`config.mk`:
```
export PLATFORM = sky130hd
export DESIGN_NAME = multiCycleCtrl
export DESIGN_NICKNAME = d
export VERILOG_FILES = /design/src/hdl/ctrlPkg.sv /design/src/hdl/isaPkg.sv /design/src/hdl/controlEncoder.sv /design/src/hdl/instrDecode.sv /design/src/hdl/multiCycleCtrl.sv /design/src/hdl/phaseSequencer.sv
export VERILOG_INCLUDE_DIRS = /design/src /design/src/hdl
export SDC_FILE = /design/constraint.sdc
export NUM_CORES = 1
export LEC_CHECK = 0
export BUFFER_PORTS_ARGS = -buffer_cell sky130_fd_sc_hd__buf_2
export CORE_MARGIN = 2
export CORE_UTILIZATION = 43
export CTS_CLUSTER_DIAMETER = 30
export DETAILED_ROUTE_END_ITERATION = 10
export HOLD_SLACK_MARGIN = 0.06
export PLACE_DENSITY = 0.84
export SETUP_SLACK_MARGIN = 0.4
export SYNTH_ARGS = -nofsm -noshare
export SYNTH_HDL_FRONTEND = slang
export SYNTH_SLANG_ARGS = --single-unit
```
`constraint.sdc`:
```
create_clock -name clk -period 2.1 [get_ports clk]
set_input_delay 0.105 -clock clk [delete_from_list [all_inputs] [get_ports clk]]
set_output_delay 0.105 -clock clk [all_outputs]
set_load 0.01 [all_outputs]
```
`src/hdl/ctrlConsts.svh`:
```
`ifndef CTRL_CONSTS_SVH
`define CTRL_CONSTS_SVH

//////////////////////////////
// instruction word

`define WORD_W 32 // full instruction
`define OPCODE_W 6 // opcode and funct fields
`define REG_ADDR_W 5 // rs, rt, rd and shamt

//////////////////////////////
// datapath select widths

`define ALU_OP_W 4 // alu operation code
`define EXT_OP_W 2 // immediate extender mode
`define NPC_SEL_W 3 // next pc source

`endif

```
`src/hdl/ctrlPkg.sv`:
```
`include "ctrlConsts.svh"

package ctrlPkg;

	//////////////////////////////
	// sequencer phases

	typedef enum logic [2:0] {
		FETCH     = 3'd0,
		DECODE    = 3'd1,
		EXECUTE   = 3'd2,
		MEMORY    = 3'd3,
		WRITEBACK = 3'd4,
		INT_ENTRY = 3'd5 // epc save and vector
	} phase_t;

	//////////////////////////////
	// datapath selects

	typedef enum logic [`ALU_OP_W-1:0] {
		ADD = 4'b0000,
		SUB = 4'b0001,
		OR  = 4'b0010,
		SLT = 4'b0100
	} aluOp_t;

	typedef enum logic [`EXT_OP_W-1:0] {
		ZERO  = 2'b00,
		SIGN  = 2'b01,
		UPPER = 2'b10 // imm into upper half
	} extOp_t;

	typedef enum logic [`NPC_SEL_W-1:0] {
		PLUS4  = 3'b000,
		BRANCH = 3'b001, // pc+4 plus offset when zero flag set
		JUMP   = 3'b010,
		REG    = 3'b011,
		INTVEC = 3'b100,
		EPC    = 3'b101
	} nPcSel_t;

	typedef struct packed {
		logic    regDst; // rd instead of rt
		logic    aluSrc; // extended imm as operand b
		logic    memToReg;
		logic    linkSel; // pc+4 into r31
		extOp_t  extOp;
		aluOp_t  aluOp;
		nPcSel_t nPcSel;
	} dpCtrl_t;

	typedef struct packed {
		logic irWr;
		logic pcWr;
		logic regWr;
		logic memWr;
		logic cp0We;
		logic epcWr;
		logic exlSet;
		logic exlClr;
	} ctrlStrobes_t;

endpackage

```
`src/hdl/isaPkg.sv`:
```
`include "ctrlConsts.svh"

package isaPkg;

	//////////////////////////////
	// instruction fields, msb first

	typedef struct packed {
		logic [`OPCODE_W-1:0]   opcode;
		logic [`REG_ADDR_W-1:0] rs;
		logic [`REG_ADDR_W-1:0] rt;
		logic [`REG_ADDR_W-1:0] rd;
		logic [`REG_ADDR_W-1:0] shamt;
		logic [`OPCODE_W-1:0]   funct;
	} instrFields_t;

	// one entry per supported instruction
	typedef enum logic [3:0] {
		ADDU  = 4'd0,
		SUBU  = 4'd1,
		SLT   = 4'd2,
		ORI   = 4'd3,
		ADDIU = 4'd4,
		LUI   = 4'd5,
		LW    = 4'd6,
		SW    = 4'd7,
		BEQ   = 4'd8,
		J     = 4'd9,
		JAL   = 4'd10,
		JR    = 4'd11,
		ERET  = 4'd12,
		NOP   = 4'd13 // also any unknown word
	} instrClass_t;

	//////////////////////////////
	// encodings

	localparam logic [`OPCODE_W-1:0] OP_SPECIAL = 6'b000000; // r-type, split by funct
	localparam logic [`OPCODE_W-1:0] OP_ORI     = 6'b001101;
	localparam logic [`OPCODE_W-1:0] OP_ADDIU   = 6'b001001;
	localparam logic [`OPCODE_W-1:0] OP_LUI     = 6'b001111;
	localparam logic [`OPCODE_W-1:0] OP_LW      = 6'b100011;
	localparam logic [`OPCODE_W-1:0] OP_SW      = 6'b101011;
	localparam logic [`OPCODE_W-1:0] OP_BEQ     = 6'b000100;
	localparam logic [`OPCODE_W-1:0] OP_J       = 6'b000010;
	localparam logic [`OPCODE_W-1:0] OP_JAL     = 6'b000011;
	localparam logic [`OPCODE_W-1:0] OP_COP0    = 6'b010000; // split by rs

	localparam logic [`OPCODE_W-1:0] FN_ADDU = 6'b100001;
	localparam logic [`OPCODE_W-1:0] FN_SUBU = 6'b100011;
	localparam logic [`OPCODE_W-1:0] FN_SLT  = 6'b101010;
	localparam logic [`OPCODE_W-1:0] FN_JR   = 6'b001000;

	localparam logic [`REG_ADDR_W-1:0] RS_ERET = 5'b10000;

endpackage

```
`src/hdl/controlEncoder.sv`:
```
module controlEncoder
	import isaPkg::*;
	import ctrlPkg::*;
(
	input  phase_t       phase,
	input  instrClass_t  cls,
	output dpCtrl_t      dpCtrl,
	output ctrlStrobes_t strobes
);

	//////////////////////////////
	// selects from class only

	always_comb begin
		dpCtrl.regDst   = 1'b0;
		dpCtrl.aluSrc   = 1'b0;
		dpCtrl.memToReg = 1'b0;
		dpCtrl.linkSel  = 1'b0;
		dpCtrl.extOp    = ZERO;
		dpCtrl.aluOp    = ADD;

		// SLT is named in both packages
		case (cls)
			ADDU, SUBU, isaPkg::SLT: dpCtrl.regDst = 1'b1; // write rd
			ORI, ADDIU, LUI, LW, SW: dpCtrl.aluSrc = 1'b1; // imm operand
			default: dpCtrl.regDst = 1'b0;
		endcase

		case (cls)
			ADDIU, LW, SW, BEQ: dpCtrl.extOp = SIGN;
			LUI: dpCtrl.extOp = UPPER;
			default: dpCtrl.extOp = ZERO;
		endcase

		case (cls)
			SUBU, BEQ: dpCtrl.aluOp = SUB; // beq compares by subtraction
			ORI, LUI: dpCtrl.aluOp = OR; // lui ors upper imm into zero
			isaPkg::SLT: dpCtrl.aluOp = ctrlPkg::SLT;
			default: dpCtrl.aluOp = ADD;
		endcase

		dpCtrl.memToReg = (cls == LW);
		dpCtrl.linkSel  = (cls == JAL);
	end

	//////////////////////////////
	// pc source and strobes

	always_comb begin
		dpCtrl.nPcSel = PLUS4;
		strobes       = '0;

		case (phase)
			FETCH: begin
				strobes.irWr  = 1'b1;
				strobes.pcWr  = 1'b1;
				dpCtrl.nPcSel = PLUS4;
			end
			DECODE: begin
				if (cls == JAL) begin
					strobes.pcWr  = 1'b1;
					dpCtrl.nPcSel = JUMP;
				end else if (cls == ERET) begin
					strobes.pcWr   = 1'b1;
					strobes.exlClr = 1'b1;
					dpCtrl.nPcSel  = EPC;
				end
			end
			EXECUTE: begin
				case (cls)
					J: begin
						strobes.pcWr  = 1'b1;
						dpCtrl.nPcSel = JUMP;
					end
					JR: begin
						strobes.pcWr  = 1'b1;
						dpCtrl.nPcSel = REG;
					end
					BEQ: begin
						strobes.pcWr  = 1'b1; // zero flag qualifies in datapath
						dpCtrl.nPcSel = BRANCH;
					end
					default: dpCtrl.nPcSel = PLUS4;
				endcase
			end
			MEMORY: strobes.memWr = (cls == SW);
			WRITEBACK: strobes.regWr = 1'b1;
			INT_ENTRY: begin
				strobes.pcWr   = 1'b1;
				strobes.epcWr  = 1'b1; // save return pc
				strobes.exlSet = 1'b1;
				strobes.cp0We  = 1'b1;
				dpCtrl.nPcSel  = INTVEC;
			end
			default: strobes = '0;
		endcase
	end

	//////////////////////////////
	// checks

	always_comb begin
		assert final (!(strobes.memWr && strobes.regWr))
		else $error("controlEncoder: memWr and regWr both high in %s", phase.name());
	end

endmodule

```
`src/hdl/instrDecode.sv`:
```
module instrDecode
	import isaPkg::*;
(
	input  instrFields_t instr,
	output instrClass_t  cls
);

	always_comb begin
		cls = NOP;
		case (instr.opcode)
			OP_SPECIAL: begin
				case (instr.funct)
					FN_ADDU: cls = ADDU;
					FN_SUBU: cls = SUBU;
					FN_SLT:  cls = SLT;
					FN_JR:   cls = JR;
					default: cls = NOP;
				endcase
			end
			OP_ORI:   cls = ORI;
			OP_ADDIU: cls = ADDIU;
			OP_LUI:   cls = LUI;
			OP_LW:    cls = LW;
			OP_SW:    cls = SW;
			OP_BEQ:   cls = BEQ;
			OP_J:     cls = J;
			OP_JAL:   cls = JAL;
			OP_COP0: begin
				// only eret is kept from cop0
				if (instr.rs == RS_ERET) begin
					cls = ERET;
				end else begin
					cls = NOP;
				end
			end
			default: cls = NOP; // unknown word
		endcase
	end

	//////////////////////////////
	// checks

	always_comb begin
		assert final ($isunknown(instr) || !$isunknown(cls))
		else $error("instrDecode: class unknown for known word %h", instr);
	end

endmodule

```
`src/hdl/multiCycleCtrl.sv`:
```
`include "ctrlConsts.svh"

module multiCycleCtrl
	import isaPkg::*;
	import ctrlPkg::*;
(
	input  logic               clk,
	input  logic               rst,
	input  logic [`WORD_W-1:0] instr,
	input  logic               intReq,
	output dpCtrl_t            dpCtrl,
	output ctrlStrobes_t       strobes
);

	instrClass_t cls;
	phase_t      phase;

	instrDecode decoder (
		.instr(instrFields_t'(instr)),
		.cls  (cls)
	);

	phaseSequencer sequencer (
		.clk   (clk),
		.rst   (rst),
		.cls   (cls),
		.intReq(intReq),
		.phase (phase)
	);

	controlEncoder encoder (
		.phase  (phase),
		.cls    (cls),
		.dpCtrl (dpCtrl),
		.strobes(strobes)
	);

endmodule

```
`src/hdl/phaseSequencer.sv`:
```
module phaseSequencer
	import isaPkg::*;
	import ctrlPkg::*;
(
	input  logic        clk,
	input  logic        rst,
	input  instrClass_t cls,
	input  logic        intReq,
	output phase_t      phase
);

	phase_t nextPhase;
	logic   lastPhase; // instruction completes this cycle

	//////////////////////////////
	// end of instruction

	always_comb begin
		case (phase)
			EXECUTE: lastPhase = (cls == BEQ) || (cls == J) || (cls == JR);
			MEMORY: lastPhase = (cls != LW); // sw ends here
			WRITEBACK: lastPhase = 1'b1;
			default: lastPhase = 1'b0;
		endcase
	end

	//////////////////////////////
	// next phase

	always_comb begin
		nextPhase = FETCH;
		if (lastPhase) begin
			if (intReq) begin
				nextPhase = INT_ENTRY; // intReq comes in already masked
			end else begin
				nextPhase = FETCH;
			end
		end else begin
			case (phase)
				FETCH: nextPhase = DECODE;
				DECODE: begin
					case (cls)
						JAL: nextPhase = WRITEBACK; // jump taken in decode
						ERET, NOP: nextPhase = FETCH;
						default: nextPhase = EXECUTE;
					endcase
				end
				EXECUTE: begin
					if ((cls == LW) || (cls == SW)) begin
						nextPhase = MEMORY;
					end else begin
						nextPhase = WRITEBACK; // alu classes
					end
				end
				MEMORY: nextPhase = WRITEBACK; // lw
				default: nextPhase = FETCH; // int entry
			endcase
		end
	end

	always_ff @(posedge clk or posedge rst) begin
		if (rst) begin
			phase <= FETCH;
		end else begin
			phase <= nextPhase;
		end
	end

	//////////////////////////////
	// checks

	assert property (@(posedge clk) disable iff (rst)
		phase == INT_ENTRY |=> phase == FETCH)
	else $error("phaseSequencer: INT_ENTRY not followed by FETCH");

	// class was decided one cycle before memory is entered
	assert property (@(posedge clk) disable iff (rst)
		phase == MEMORY |-> ($past(cls) == LW) || ($past(cls) == SW))
	else $error("phaseSequencer: MEMORY entered for class %s", cls.name());

endmodule

```
==> results, run 1 <==
- The most numerous cell type found on the critical path is sky130_fd_sc_hd__buf_6.
- STA puts the critical path data required time at 2.00 ns.
- The number of buffers added by the clock tree synthesis step is 3.
- The startpoint identified for the worst register-to-register timing path is sequencer.phase[1].
- Pin placement for this block handled 56 I/O pins.
- The global routing usage on met3 is 0.0273.
- The first routing iteration left 59 violations.
- The number of vias in the routed layout is 1392.
- STA classifies the critical path startpoint as a primary input.
- The total nets after synthesis is 168.
- The core region is 1960 sq um.
- The remaining global-route overflow is 0.
- The wire length of the first global-routing pass is 5790 microns.
- In the routed layout, each cell is associated on average with a via count of 6.24.
- The cell area that synthesis handed to floorplanning was 900 sq um.
- The number of enable-type register cells in the synthesized netlist is 0.
- The endpoint identified for the worst register-to-register timing path is sequencer.phase[2].
- The post-layout net count is 232.
- The final worst setup slack is 0.0542 ns.
- The finished layout holds 223 standard cells, fillers aside.
- After legalization and detailed placement, the total HPWL measured 2190 microns.
- The number of storage elements in the synthesis netlist is 3.
- The CTS tree is built.
- The total power is 0.773 mW.
- The register with the most flip-flops in the layout has 3 of them.
- The worst pin sits at a relative slew slack of 0.643.
- The clock net in this run drives a total of 3 sinks.
- Buffers placed on the I/O ports in this run total 39.
- The final routed DRC violation total is 0.
- The summed negative setup slack over all endpoints is 0 ns.
- The met2 capacity usage during global routing is 0.578.
- Clock-pin slew was measured on the worst setup and hold paths at 0.03 ns.
- The weighted congestion at the end of routability-driven global placement is 0.918.
- The synthesis warning total is 0.
- Yosys attributes the largest share of cell area to sky130_fd_sc_hd__dfrtp_1 8.3%, sky130_fd_sc_hd__nor2_1 6.3%, sky130_fd_sc_hd__nor3_1 5.6%, sky130_fd_sc_hd__nand2b_1 3.5%, sky130_fd_sc_hd__nor2b_1 3.5%.
- The most instantiated flip-flop cell in the synthesis netlist is sky130_fd_sc_hd__dfrtp_1.
- Traced cell by cell, the critical path runs through buf_8 > buf_6 > buf_4 > xor2_1 > a32oi_1 > o211ai_1 > o221ai_2 > o31ai_4 > or3_4 > buf_6.
- In the final layout, the registers with the most flip-flops are sequencer.phase (3).
- The number of pins exceeding their max-slew limit in the final report is 0.
- The launch point of the worst hold path is intReq.
- For this run, the total global-route usage over all layers was measured as 0.294.
- Of all flip-flops after synthesis, the portion carrying an async set or reset was 1.00.
- The number of fill cells is 126.
- The largest fanout on the critical path is 4.
- The type of element capturing the critical path is an output pin.
- For hold timing, the worst endpoint is sequencer.phase[0].
- The count of cell types in the netlist is 51.
- The placement-stage worst setup slack is 0.0235 ns.
- The number of antenna diodes in the final layout is 0.
- The remaining number of nets flagged by the antenna check after routing is 0.
- The final hold violation count is 0.
- The register-to-register path setup slack is 0.54 ns.
- The starting density of the core is 0.459.
- Of all cell types, the one taking the most synthesized area is sky130_fd_sc_hd__dfrtp_1.
- Counting every instance in the synthesized netlist gives 133.
- The family of cells with the greatest summed delay on the critical path is compound AO/OA/AOI/OAI gates.
- The routed design could run at a clock period as short as 2.05 ns.
- The finished cells cover 1620 sq um.
- The number of iterations in the first detailed-routing pass is 4.
- The maximum operating frequency is 0.489 GHz.
- The peak per-stage delay on the critical path is 0.39 ns.
- The die covers 2470 sq um.
- The via count of the first global-routing pass came to 1296.
- The total of max-cap violations is 0.
- The number of placed cells counting well taps is 201.
- The min-delay analysis places its worst path in the category primary input to flop.
- The number of buffers and inverters on the critical path is 4.
- Setup repair after global routing could not meet its margin everywhere.
- The worst register-to-register path has a depth of 5.
- The final layout contains routed wiring with a total length of 3720 microns.
- The average wire length per cell after detail routing is 16.7 microns.
- The worst supply voltage drop on vdd is 0.000441 V.
- The number of instances on the worst hold path is 2.
- The global-route track usage on met1 is 0.323.
- The floorplan die width is 49.7 microns.
- The post-synthesis to final-layout area growth is 79.7%.
- The flow ran to the end, and the final reports show no timing, DRC or antenna violations.
- For this design the ratio of total power to cell area is 478 nW/um^2.
- The critical path in this run is classified as primary input to output pin.
- The longest clock path from root to sink contains 2 buffers.
- The register ranked first by flip-flop count is sequencer.phase.
- The setup violation total in the final timing report is 0.
- The floorplan has 16 rows.
- The vertical extent of the die is 49.7 microns.
- In this run the number of H-tree levels came out at 1.
- The sequential cell area fraction in the yosys report is 0.0834.
- The pin count of the biggest net entering global routing is 12.
- The mean post-synth cell area is 6.76 sq um.
- The data arrival at the endpoint of the critical path is 1.94 ns.
- The standard cell with the maximum stage delay on the critical path is sky130_fd_sc_hd__or3_4.
- The share of synthesized area in the top cell type comes to 0.0834.
- The busiest layer in global routing is met2.
- The fraction of final layout cells sized beyond drive strength 1 is 0.536.
- The worst clock skew on the final layout is 0.00301 ns.
- The initial antenna violation count is 0.
- In this run the static leakage power is 0.744 nW.
- The clock root buffer is sky130_fd_sc_hd__clkbuf_4.
- The total placed instance area is 1190 sq um.
- Dividing the final minimum period by the clock period gives 0.974.
- For the worst-skew pair, the clock arrives at the later sink with an insertion delay of 0.22 ns.
- The slew of the pin with the lowest slew margin is 0.534 ns.
[per-stage QoR]
stage	hold WS [ns]	utilization
2_1_floorplan	-0.141	-
3_3_place_gp	-0.0330	0.608
3_5_place_dp	-0.0316	0.608
4_1_cts	0.126	0.785
5_1_grt	0.144	0.824
6_report	0.133	0.824
[cells by family after synthesis]
family / count (synthesis) / share of synthesized area
buffers and inverters: 18 / 0.103
multiplexers: 2 / 0.0223
AO/OA/AOI/OAI: 38 / 0.328
flip-flops: 3 / 0.0834
other: 1 / 0.00417
XOR/XNOR: 3 / 0.0292
AND/OR/NAND/NOR: 68 / 0.430
[worst max path at each step]
stage	from	endpoint	cells after the start
final	instr[28]	strobes[6]	10
after detailed placement	instr[28]	strobes[6]	8
after floorplan	instr[0]	strobes[6]	6
after global placement	instr[28]	strobes[6]	8
after global routing	instr[28]	strobes[6]	10
after CTS	instr[2]	strobes[6]	8
[cell type report]
cell class	count	area, sq um	area share
Multi-Input combinational cell	112	923	0.571
Inverter	5	18.8	0.0116
Tap cell	27	33.8	0.0209
Clock buffer	4	26.3	0.0163
Sequential cell	3	75.1	0.0464
Timing Repair Buffer	72	539	0.334
[synth_stat cells, types with 2 or more instances]
library cell and n:
sky130_fd_sc_hd__nand2b_1 5, sky130_fd_sc_hd__a211oi_1 3, sky130_fd_sc_hd__a32oi_1 2, sky130_fd_sc_hd__xor2_1 3, sky130_fd_sc_hd__o211ai_1 3, sky130_fd_sc_hd__o21ai_0 4, sky130_fd_sc_hd__nor3_1 10, sky130_fd_sc_hd__buf_4 3
sky130_fd_sc_hd__a22oi_1 2, sky130_fd_sc_hd__inv_1 5, sky130_fd_sc_hd__mux2i_1 2, sky130_fd_sc_hd__nand3_1 2, sky130_fd_sc_hd__nor2b_1 5, sky130_fd_sc_hd__a21oi_1 5, sky130_fd_sc_hd__o32ai_1 2, sky130_fd_sc_hd__nand2_1 8
sky130_fd_sc_hd__nor2_1 15, sky130_fd_sc_hd__dfrtp_1 3, sky130_fd_sc_hd__nand3b_1 2, sky130_fd_sc_hd__nand4_1 3, sky130_fd_sc_hd__or3_1 2, sky130_fd_sc_hd__nor4_1 5, sky130_fd_sc_hd__o22ai_1 3, sky130_fd_sc_hd__clkbuf_1 4
sky130_fd_sc_hd__o31ai_1 2, sky130_fd_sc_hd__buf_2 5
[worst register-to-register path: cells and delay by family (launching register included)]
kind / cells / cell delay, ns
DFF: 1 / 0.52
AOI/OAI and AO/OA: 3 / 0.49
and+or+nand+nor: 1 / 0.28
buffers and inverters: 1 / 0.19
[placed cells by master (no fill, tap or decap), types with 3 or more instances in the layout]
cell,netlist,layout
sky130_fd_sc_hd__clkbuf_4,0,3
sky130_fd_sc_hd__buf_4,3,23
sky130_fd_sc_hd__xor2_1,3,3
sky130_fd_sc_hd__buf_6,1,13
sky130_fd_sc_hd__inv_1,5,5
sky130_fd_sc_hd__a21oi_1,5,4
sky130_fd_sc_hd__o21ai_0,4,3
sky130_fd_sc_hd__nand4_1,3,3
sky130_fd_sc_hd__o211ai_1,3,3
sky130_fd_sc_hd__nor2b_1,5,4
sky130_fd_sc_hd__nor3_1,10,4
sky130_fd_sc_hd__buf_2,5,32
sky130_fd_sc_hd__o22ai_1,3,3
sky130_fd_sc_hd__dfrtp_1,3,3
sky130_fd_sc_hd__nand2_1,8,7
sky130_fd_sc_hd__nor3_2,1,6
sky130_fd_sc_hd__nor2_1,15,13
sky130_fd_sc_hd__nand2b_1,5,4
[metal layers]
metal  vias to the layer above  wire length (microns)
li1                        635                      -
met1                       647                   1320
met2                        86                   1980
met3                        24                    234
met4                         0                    180
met5                         -                      0
[power breakdown]
group          internal [mW]  total [mW]  switching [mW]
clock                 0.0709      0.0964          0.0254
sequential            0.0802       0.139          0.0588
combinational          0.272       0.538           0.266
total                  0.423       0.773           0.350
[repair_timing]
action	CTS	global route
endpoints found under the setup margin	9	10
hold buffers	1	0
pin swaps	13	4
resized for setup	43	13
hold endpoints to repair	3	0
buffers inserted	16	1
Note: power is estimated with default switching activity, not from simulation.
==> run 2, diff against run 1 <==
- CORE_UTILIZATION: 43 -> 39
- PLACE_DENSITY: 0.84 -> 0.83
- clock period: 2.1 -> 1.7 ns (I/O delays scaled with it)
==> run 2 against run 1 <==
  * The run now ends with negative setup slack left
  * Cell count rose by 13%
  * Sequential cell count did not move
  * Clock-buffer cell count did not move
  * Critical path depth fell by 2
  * Hold slack got worse by 0.012 ns
  * Global-route usage rose by 4.6 points
  * Sequential share of layout area fell by 0.59 points
  * Critical path type unchanged
==> results, run 2 (synthesis gave the netlist of run 1 again) <==
- Result of the run: finished, violations left (was finished, final reports clean).
- The final reports fail on negative setup slack.
- The source-to-sink clock delay at the later pin of the worst-skew pair is 0.24 ns (was 0.22 ns).
- The die area came to 2710 sq um (was 2470 sq um).
- The initial antenna violation count is 0 (unchanged).
- The most frequent standard cell in the layout excluding fill and tap cells is sky130_fd_sc_hd__buf_4 (was sky130_fd_sc_hd__buf_2).
- The floorplan die width is 52.0 microns (was 49.7 microns).
- The total number of H-tree levels is 1 (unchanged).
- The relative max-transition margin is 0.660 (was 0.643).
- The total of max-cap violations is 0 (unchanged).
- The area of the core is 2190 sq um (was 1960 sq um).
- Cell chain of the critical path: buf_8 > or4b_4 > o32ai_4 > o211ai_1 > o221ai_2 > o31ai_4 > or3_4 > buf_6 (was buf_8 > buf_6 > buf_4 > xor2_1 > a32oi_1 > o211ai_1 > o221ai_2 > o31ai_4 > or3_4 > buf_6).
- The number of iterations in the first detailed-routing pass is 5 (was 4).
- The share of the core filled with cells is 0.874 (was 0.824).
- Unrepaired setup endpoints after global routing: true (unchanged).
- The setup violation total in the final timing report was 12 (was 0).
- The family of cells with the greatest summed delay on the critical path is simple AND/OR/NAND/NOR gates (was compound AO/OA/AOI/OAI gates).
- The flip-flop count of the largest register after layout is 3 (unchanged).
- The final hold violation count is 0 (unchanged).
- The post-detailed-routing wire length is 5040 microns (was 3720 microns).
- The average wire length per cell after detail routing is 19.9 microns (was 16.7 microns).
- The buffer depth of the longest clock path is 2 (unchanged).
- The via count of the first global-routing pass came to 1638 (was 1296).
- The post-route worst hold slack is 0.121 ns (was 0.133 ns).
- The met2 capacity usage during global routing is 0.654 (was 0.578).
- The required time of the critical path is 1.62 ns (was 2.00 ns).
- The weighted congestion at the end of routability-driven global placement is 0.829 (was 0.918).
- The total track usage is 0.340 (was 0.294).
- The wire length of the first global-routing pass is 7060 microns (was 5790 microns).
- The final worst setup slack is -0.394 ns (was 0.0542 ns).
- The pin count of the biggest net entering global routing is 11 (was 12).
- The number of pins exceeding their max-slew limit in the final report is 0 (unchanged).
- The area of the multi-input gates is 988 sq um (was 923 sq um).
- The starting density of the core is 0.411 (was 0.459).
- The count of pins on the block boundary came to 56 (unchanged).
- The register ranked first by flip-flop count is sequencer.phase (unchanged).
- The post-synthesis to final-layout area growth is 113% (was 79.7%).
- The number of DRC violations after detailed-routing iteration 0 is 87 (was 59).
- The busiest layer in global routing is met2 (unchanged).
- The global-route track usage on met1 is 0.327 (was 0.323).
- The fraction of final layout cells sized beyond drive strength 1 is 0.644 (was 0.536).
- The number of buffer cells added on primary ports is 39 (unchanged).
- The remaining number of nets flagged by the antenna check after routing is 0 (unchanged).
- The global routing usage on met3 came to 0.0603 (was 0.0273).
- The number of vias in the routed layout is 1661 (was 1392).
- The summed area of non-filler cells in the final layout is 1910 sq um (was 1620 sq um).
- The final routed DRC violation total was 0 (unchanged).
- The clock root buffer is sky130_fd_sc_hd__clkbuf_4 (unchanged).
- The vertical extent of the die came to 52.0 microns (was 49.7 microns).
- The number of clock sinks seen by CTS is 3 (unchanged).
- The clock period minus final worst setup slack is 2.09 ns.
- The standard-cell row count is 17 (was 16).
- The leakage dissipation is 0.888 nW (was 0.744 nW).
- The type of element capturing the critical path is an output pin (unchanged).
- The total power per unit cell area is 624 nW/um^2 (was 478 nW/um^2).
- The remaining global-route overflow is 0 (unchanged).
- The post-layout net count is 261 (was 232).
- Commonest cells after routing, fill and taps aside: 50 x sky130_fd_sc_hd__buf_4, 32 x sky130_fd_sc_hd__buf_2, 14 x sky130_fd_sc_hd__buf_6 (was 32 x sky130_fd_sc_hd__buf_2, 23 x sky130_fd_sc_hd__buf_4, 13 x sky130_fd_sc_hd__nor2_1, 13 x sky130_fd_sc_hd__buf_6, 7 x sky130_fd_sc_hd__nand2_1).
- The peak per-stage delay on the critical path is 0.55 ns (was 0.39 ns).
- The largest fanout on the critical path is 4 (unchanged).
- The total placed instance area was 1480 sq um (was 1190 sq um).
- The worst clock skew on the final layout is 0.00420 ns (was 0.00301 ns).
- Based on the critical path, the design can be clocked at up to 0.478 GHz.
- The detailed-placement wirelength estimate is 2680 microns (was 2190 microns).
- The critical path buffer and inverter count is 2 (was 4).
- The count of inserted antenna diode cells came to 0 (unchanged).
- The post-route fraction of the period consumed by the critical path is 1.23.
- Top flop regs: sequencer.phase (3) (unchanged).
- The startpoint type of the worst setup path was a primary input (unchanged).
- The number of buffers added by the clock tree synthesis step is 3 (unchanged).
- The slew of the pin with the lowest slew margin was 0.508 ns (was 0.534 ns).
- The total power is 1.19 mW (was 0.773 mW).
- The vias per cell was 6.57 (was 6.24).
- The summed negative setup slack over all endpoints came to -2.45 ns (was 0 ns).
- The data arrival at the endpoint of the critical path came to 2.01 ns (was 1.94 ns).
- The worst hold-check path type is primary input to flop (unchanged).
- The standard cell with the maximum stage delay on the critical path was sky130_fd_sc_hd__or4b_4 (was sky130_fd_sc_hd__or3_4).
- The category of the most critical setup path is primary input to output pin (unchanged).
- The worst supply voltage drop on vdd is 0.000829 V (was 0.000441 V).
- The CTS clock-pin slew for the worst setup and hold paths is 0.04 ns (was 0.03 ns).
- The number of fill cells was 126 (unchanged).
- The register area is 77.6 sq um (was 75.1 sq um).
- The CTS tree is built (unchanged).
==> run 2: final cells by class <==
| type | instances | share of cell area |
|---|---|---|
| clock buffer | 4 | 0.0137 |
| inverter | 5 | 0.00980 |
| multi-input combinational | 112 | 0.516 |
| sequential | 3 | 0.0405 |
| tap | 28 | 0.0183 |
| timing repair buffer | 101 | 0.401 |
==> run 2: routing by layer <==
metal	routed length (microns)	up-vias
met5	0	-
met4	368	0
met3	468	45
met2	2550	154
met1	1650	768
li1	-	694
==> run 2: stage by stage <==
| stage | setup WS (ns) | std cells |
|---|---|---|
| 2_1_floorplan | -0.0625 | 133 |
| 3_3_place_gp | -0.271 | 234 |
| 3_5_place_dp | -0.332 | 234 |
| 4_1_cts | -0.258 | 251 |
| 5_1_grt | -0.440 | 253 |
| 6_report | -0.394 | 253 |
==> run 2: worst paths after layout <==
| check | startpoint | endpoint | slack [ns] | cells past startpoint |
|---|---|---|---|---|
| worst max register to register | sequencer.phase[2] | sequencer.phase[2] | 0.22 | 5 |
| min in group asynchronous | rst | sequencer.phase[0] | 0.28 | 3 |
| worst max-delay path | instr[0] | strobes[6] | -0.39 | 8 |
| worst min register to register | sequencer.phase[2] | sequencer.phase[1] | 0.61 | 1 |
| worst min-delay path | intReq | sequencer.phase[0] | 0.12 | 2 |
| max in group asynchronous | rst | sequencer.phase[1] | 1.28 | 3 |
==> run 2: timing repair <==
item	in CTS	in global routing
hold endpoints to repair	3	0
hold buffers	1	0
gates resized for setup	36	23
endpoints found under the setup margin	17	18
setup buffers	12	2
pin swaps	17	15
==> run 2: power breakdown <==
part           internal, mW  leakage, nW  switching, mW
Sequential            0.103       0.0360         0.0507
Clock                0.0881       0.0150         0.0394
Combinational         0.460        0.837          0.454
==> run 3, diff against run 2 <==
- SKIP_CTS_REPAIR_TIMING: unset -> 1
==> run 3 against run 2 <==
  * The run still ends with negative setup slack left
  * Non-clock buffer count fell by 6
  * Critical path type unchanged
  * Hold slack got worse by 0.010 ns
  * Via count fell by 8.2%
  * Largest power group unchanged
  * Sequential power rose by 9%
  * Sequential share of layout area rose by 0.17 points
==> results, run 3 (synthesis gave the netlist of run 1 again) <==
- Cell chain of the critical path: buf_6 > or4b_4 > o32ai_4 > o211ai_1 > o221ai_2 > o31ai_4 > or3_4 > buf_6 (was buf_8 > or4b_4 > o32ai_4 > o211ai_1 > o221ai_2 > o31ai_4 > or3_4 > buf_6).
- The count of pins on the block boundary was 56 (unchanged).
- The total power per unit cell area is 625 nW/um^2 (was 624 nW/um^2).
- The source-to-sink clock delay at the later pin of the worst-skew pair is 0.24 ns (about the same).
- The weighted congestion at the end of routability-driven global placement is 0.829 (unchanged).
- The standard-cell row count is 17 (unchanged).
- The average wire length per cell after detail routing is 17.8 microns (was 19.9 microns).
- The clock root buffer is sky130_fd_sc_hd__clkbuf_4 (unchanged).
- The number of vias in the routed layout was 1524 (was 1661).
- The number of buffer cells added on primary ports is 39 (unchanged).
- The number of pins exceeding their max-slew limit in the final report is 0 (unchanged).
- The post-detailed-routing wire length is 4400 microns (was 5040 microns).
- The share of the core filled with cells is 0.838 (was 0.874).
- The number of buffers added by the clock tree synthesis step was 3 (unchanged).
- The placement-stage worst setup slack came to -0.332 ns (unchanged).
- The starting density of the core is 0.411 (unchanged).
- The via count of the first global-routing pass is 1324 (was 1638).
- The CTS tree is built (unchanged).
- The final hold violation count came to 0 (unchanged).
- The detailed-placement wirelength estimate is 2680 microns (unchanged).
- The summed area of non-filler cells in the final layout came to 1840 sq um (was 1910 sq um).
- The worst supply voltage drop on vdd came to 0.000718 V (was 0.000829 V).
- The number of fill cells came to 137 (was 126).
- Top flop regs: sequencer.phase (3) (unchanged).
- The clock period minus final worst setup slack was 2.02 ns (was 2.09 ns).
- The standard cell with the maximum stage delay on the critical path is sky130_fd_sc_hd__or4b_4 (unchanged).
- The largest fanout on the critical path is 3 (was 4).
- The area of the core is 2190 sq um (unchanged).
- Result of the run: finished, violations left (unchanged).
- The worst clock skew on the final layout is 0.000814 ns (was 0.00420 ns).
- The data arrival at the endpoint of the critical path came to 1.94 ns (was 2.01 ns).
- Commonest cells after routing, fill and taps aside: 49 x sky130_fd_sc_hd__buf_4, 33 x sky130_fd_sc_hd__buf_2, 11 x sky130_fd_sc_hd__nor2_1 (was 50 x sky130_fd_sc_hd__buf_4, 32 x sky130_fd_sc_hd__buf_2, 14 x sky130_fd_sc_hd__buf_6).
- The register area is 77.6 sq um (unchanged).
- The pin count of the biggest net entering global routing is 11 (unchanged).
- The number of iterations in the first detailed-routing pass came to 4 (was 5).
- The category of the most critical setup path is primary input to output pin (unchanged).
- The area of the multi-input gates is 985 sq um (was 988 sq um).
- The summed negative setup slack over all endpoints is -2.15 ns (was -2.45 ns).
- The number of DRC violations after detailed-routing iteration 0 is 45 (was 87).
- The total number of H-tree levels is 1 (unchanged).
- The total track usage is 0.249 (was 0.340).
- The number of clock sinks seen by CTS is 3 (unchanged).
- The CTS clock-pin slew for the worst setup and hold paths is 0.04 ns (about the same).
- The flip-flop count of the largest register after layout is 3 (unchanged).
- The register ranked first by flip-flop count is sequencer.phase (unchanged).
- The wire length of the first global-routing pass was 5310 microns (was 7060 microns).
- The vertical extent of the die is 52.0 microns (unchanged).
- The initial antenna violation count is 0 (unchanged).
- The vias per cell is 6.17 (was 6.57).
- The post-synthesis to final-layout area growth is 104% (was 113%).
- The fraction of final layout cells sized beyond drive strength 1 is 0.626 (was 0.644).
- The leakage dissipation is 0.846 nW (was 0.888 nW).
- The count of inserted antenna diode cells is 0 (unchanged).
- The peak per-stage delay on the critical path is 0.55 ns (about the same).
- Among the stages of the critical path, the cell type that occurs most often is sky130_fd_sc_hd__buf_6.
- The die area was 2710 sq um (unchanged).
- Unrepaired setup endpoints after global routing: true (unchanged).
- The most frequent standard cell in the layout excluding fill and tap cells is sky130_fd_sc_hd__buf_4 (unchanged).
- The remaining number of nets flagged by the antenna check after routing is 0 (unchanged).
- The final routed DRC violation total is 0 (unchanged).
- The post-route fraction of the period consumed by the critical path is 1.19 (was 1.23).
- The remaining global-route overflow is 0 (unchanged).
- The type of element capturing the critical path is an output pin (unchanged).
- The worst hold-check path type is primary input to flop (unchanged).
- The maximum operating frequency was 0.494 GHz (was 0.478 GHz).
- Violated checks: negative setup slack (unchanged).
- The required time of the critical path is 1.62 ns (about the same).
- The setup violation total in the final timing report is 10 (was 12).
- The floorplan die width was 52.0 microns (unchanged).
- The startpoint type of the worst setup path was a primary input (unchanged).
- The buffer depth of the longest clock path came to 2 (unchanged).
- The final worst setup slack is -0.324 ns (was -0.394 ns).
- The total of max-cap violations is 0 (unchanged).
- The final cell count without fillers was 247 (was 253).
- The post-layout net count is 255 (was 261).
- The total placed instance area is 1480 sq um (unchanged).
- The number of placed cells counting well taps is 234 (unchanged).
-- run 3: cell type report --
class | count | area share
Multi-Input combinational cell | 112 | 0.536
Timing Repair Buffer | 95 | 0.378
Sequential cell | 3 | 0.0422
Tap cell | 28 | 0.0191
Clock buffer | 4 | 0.0143
Inverter | 5 | 0.0102
-- run 3: where the power goes --
part	internal [mW]	switching [mW]
logic	0.436	0.407
clock network	0.0887	0.0475
registers	0.103	0.0647
-- run 3: per-stage QoR --
step | hold WS, ns | total power, mW
floorplan | -0.161 | 0.544
global placement | -0.0534 | 0.734
detailed placement | -0.0429 | 0.761
CTS | -0.292 | 0.899
global route | 0.113 | 1.20
finish | 0.110 | 1.15
-- run 3: critical path, delay by kind of cell --
family | cells | cell delay, ns
AOI/OAI and AO/OA | 4 | 0.70
buffers and inverters | 2 | 0.23
and+or+nand+nor | 2 | 0.93
-- run 3: path summary, 6_finish.rpt --
kind | startpoint | to | slack, ns | cells after the start
min | intReq | sequencer.phase[2] | 0.11 | 2
max | instr[4] | strobes[6] | -0.32 | 8
max in group asynchronous | rst | sequencer.phase[0] | 1.29 | 3
max reg2reg | sequencer.phase[2] | sequencer.phase[2] | 0.21 | 5
min reg2reg | sequencer.phase[2] | sequencer.phase[1] | 0.66 | 1
min in group asynchronous | rst | sequencer.phase[1] | 0.26 | 3
-- run 3: layer usage --
metal | share of wire | GRT usage
met1 | 0.35 | 0.284
met5 | 0 | 0
met4 | 0.051 | 0.0658
met2 | 0.51 | 0.479
met3 | 0.082 | 0.0287
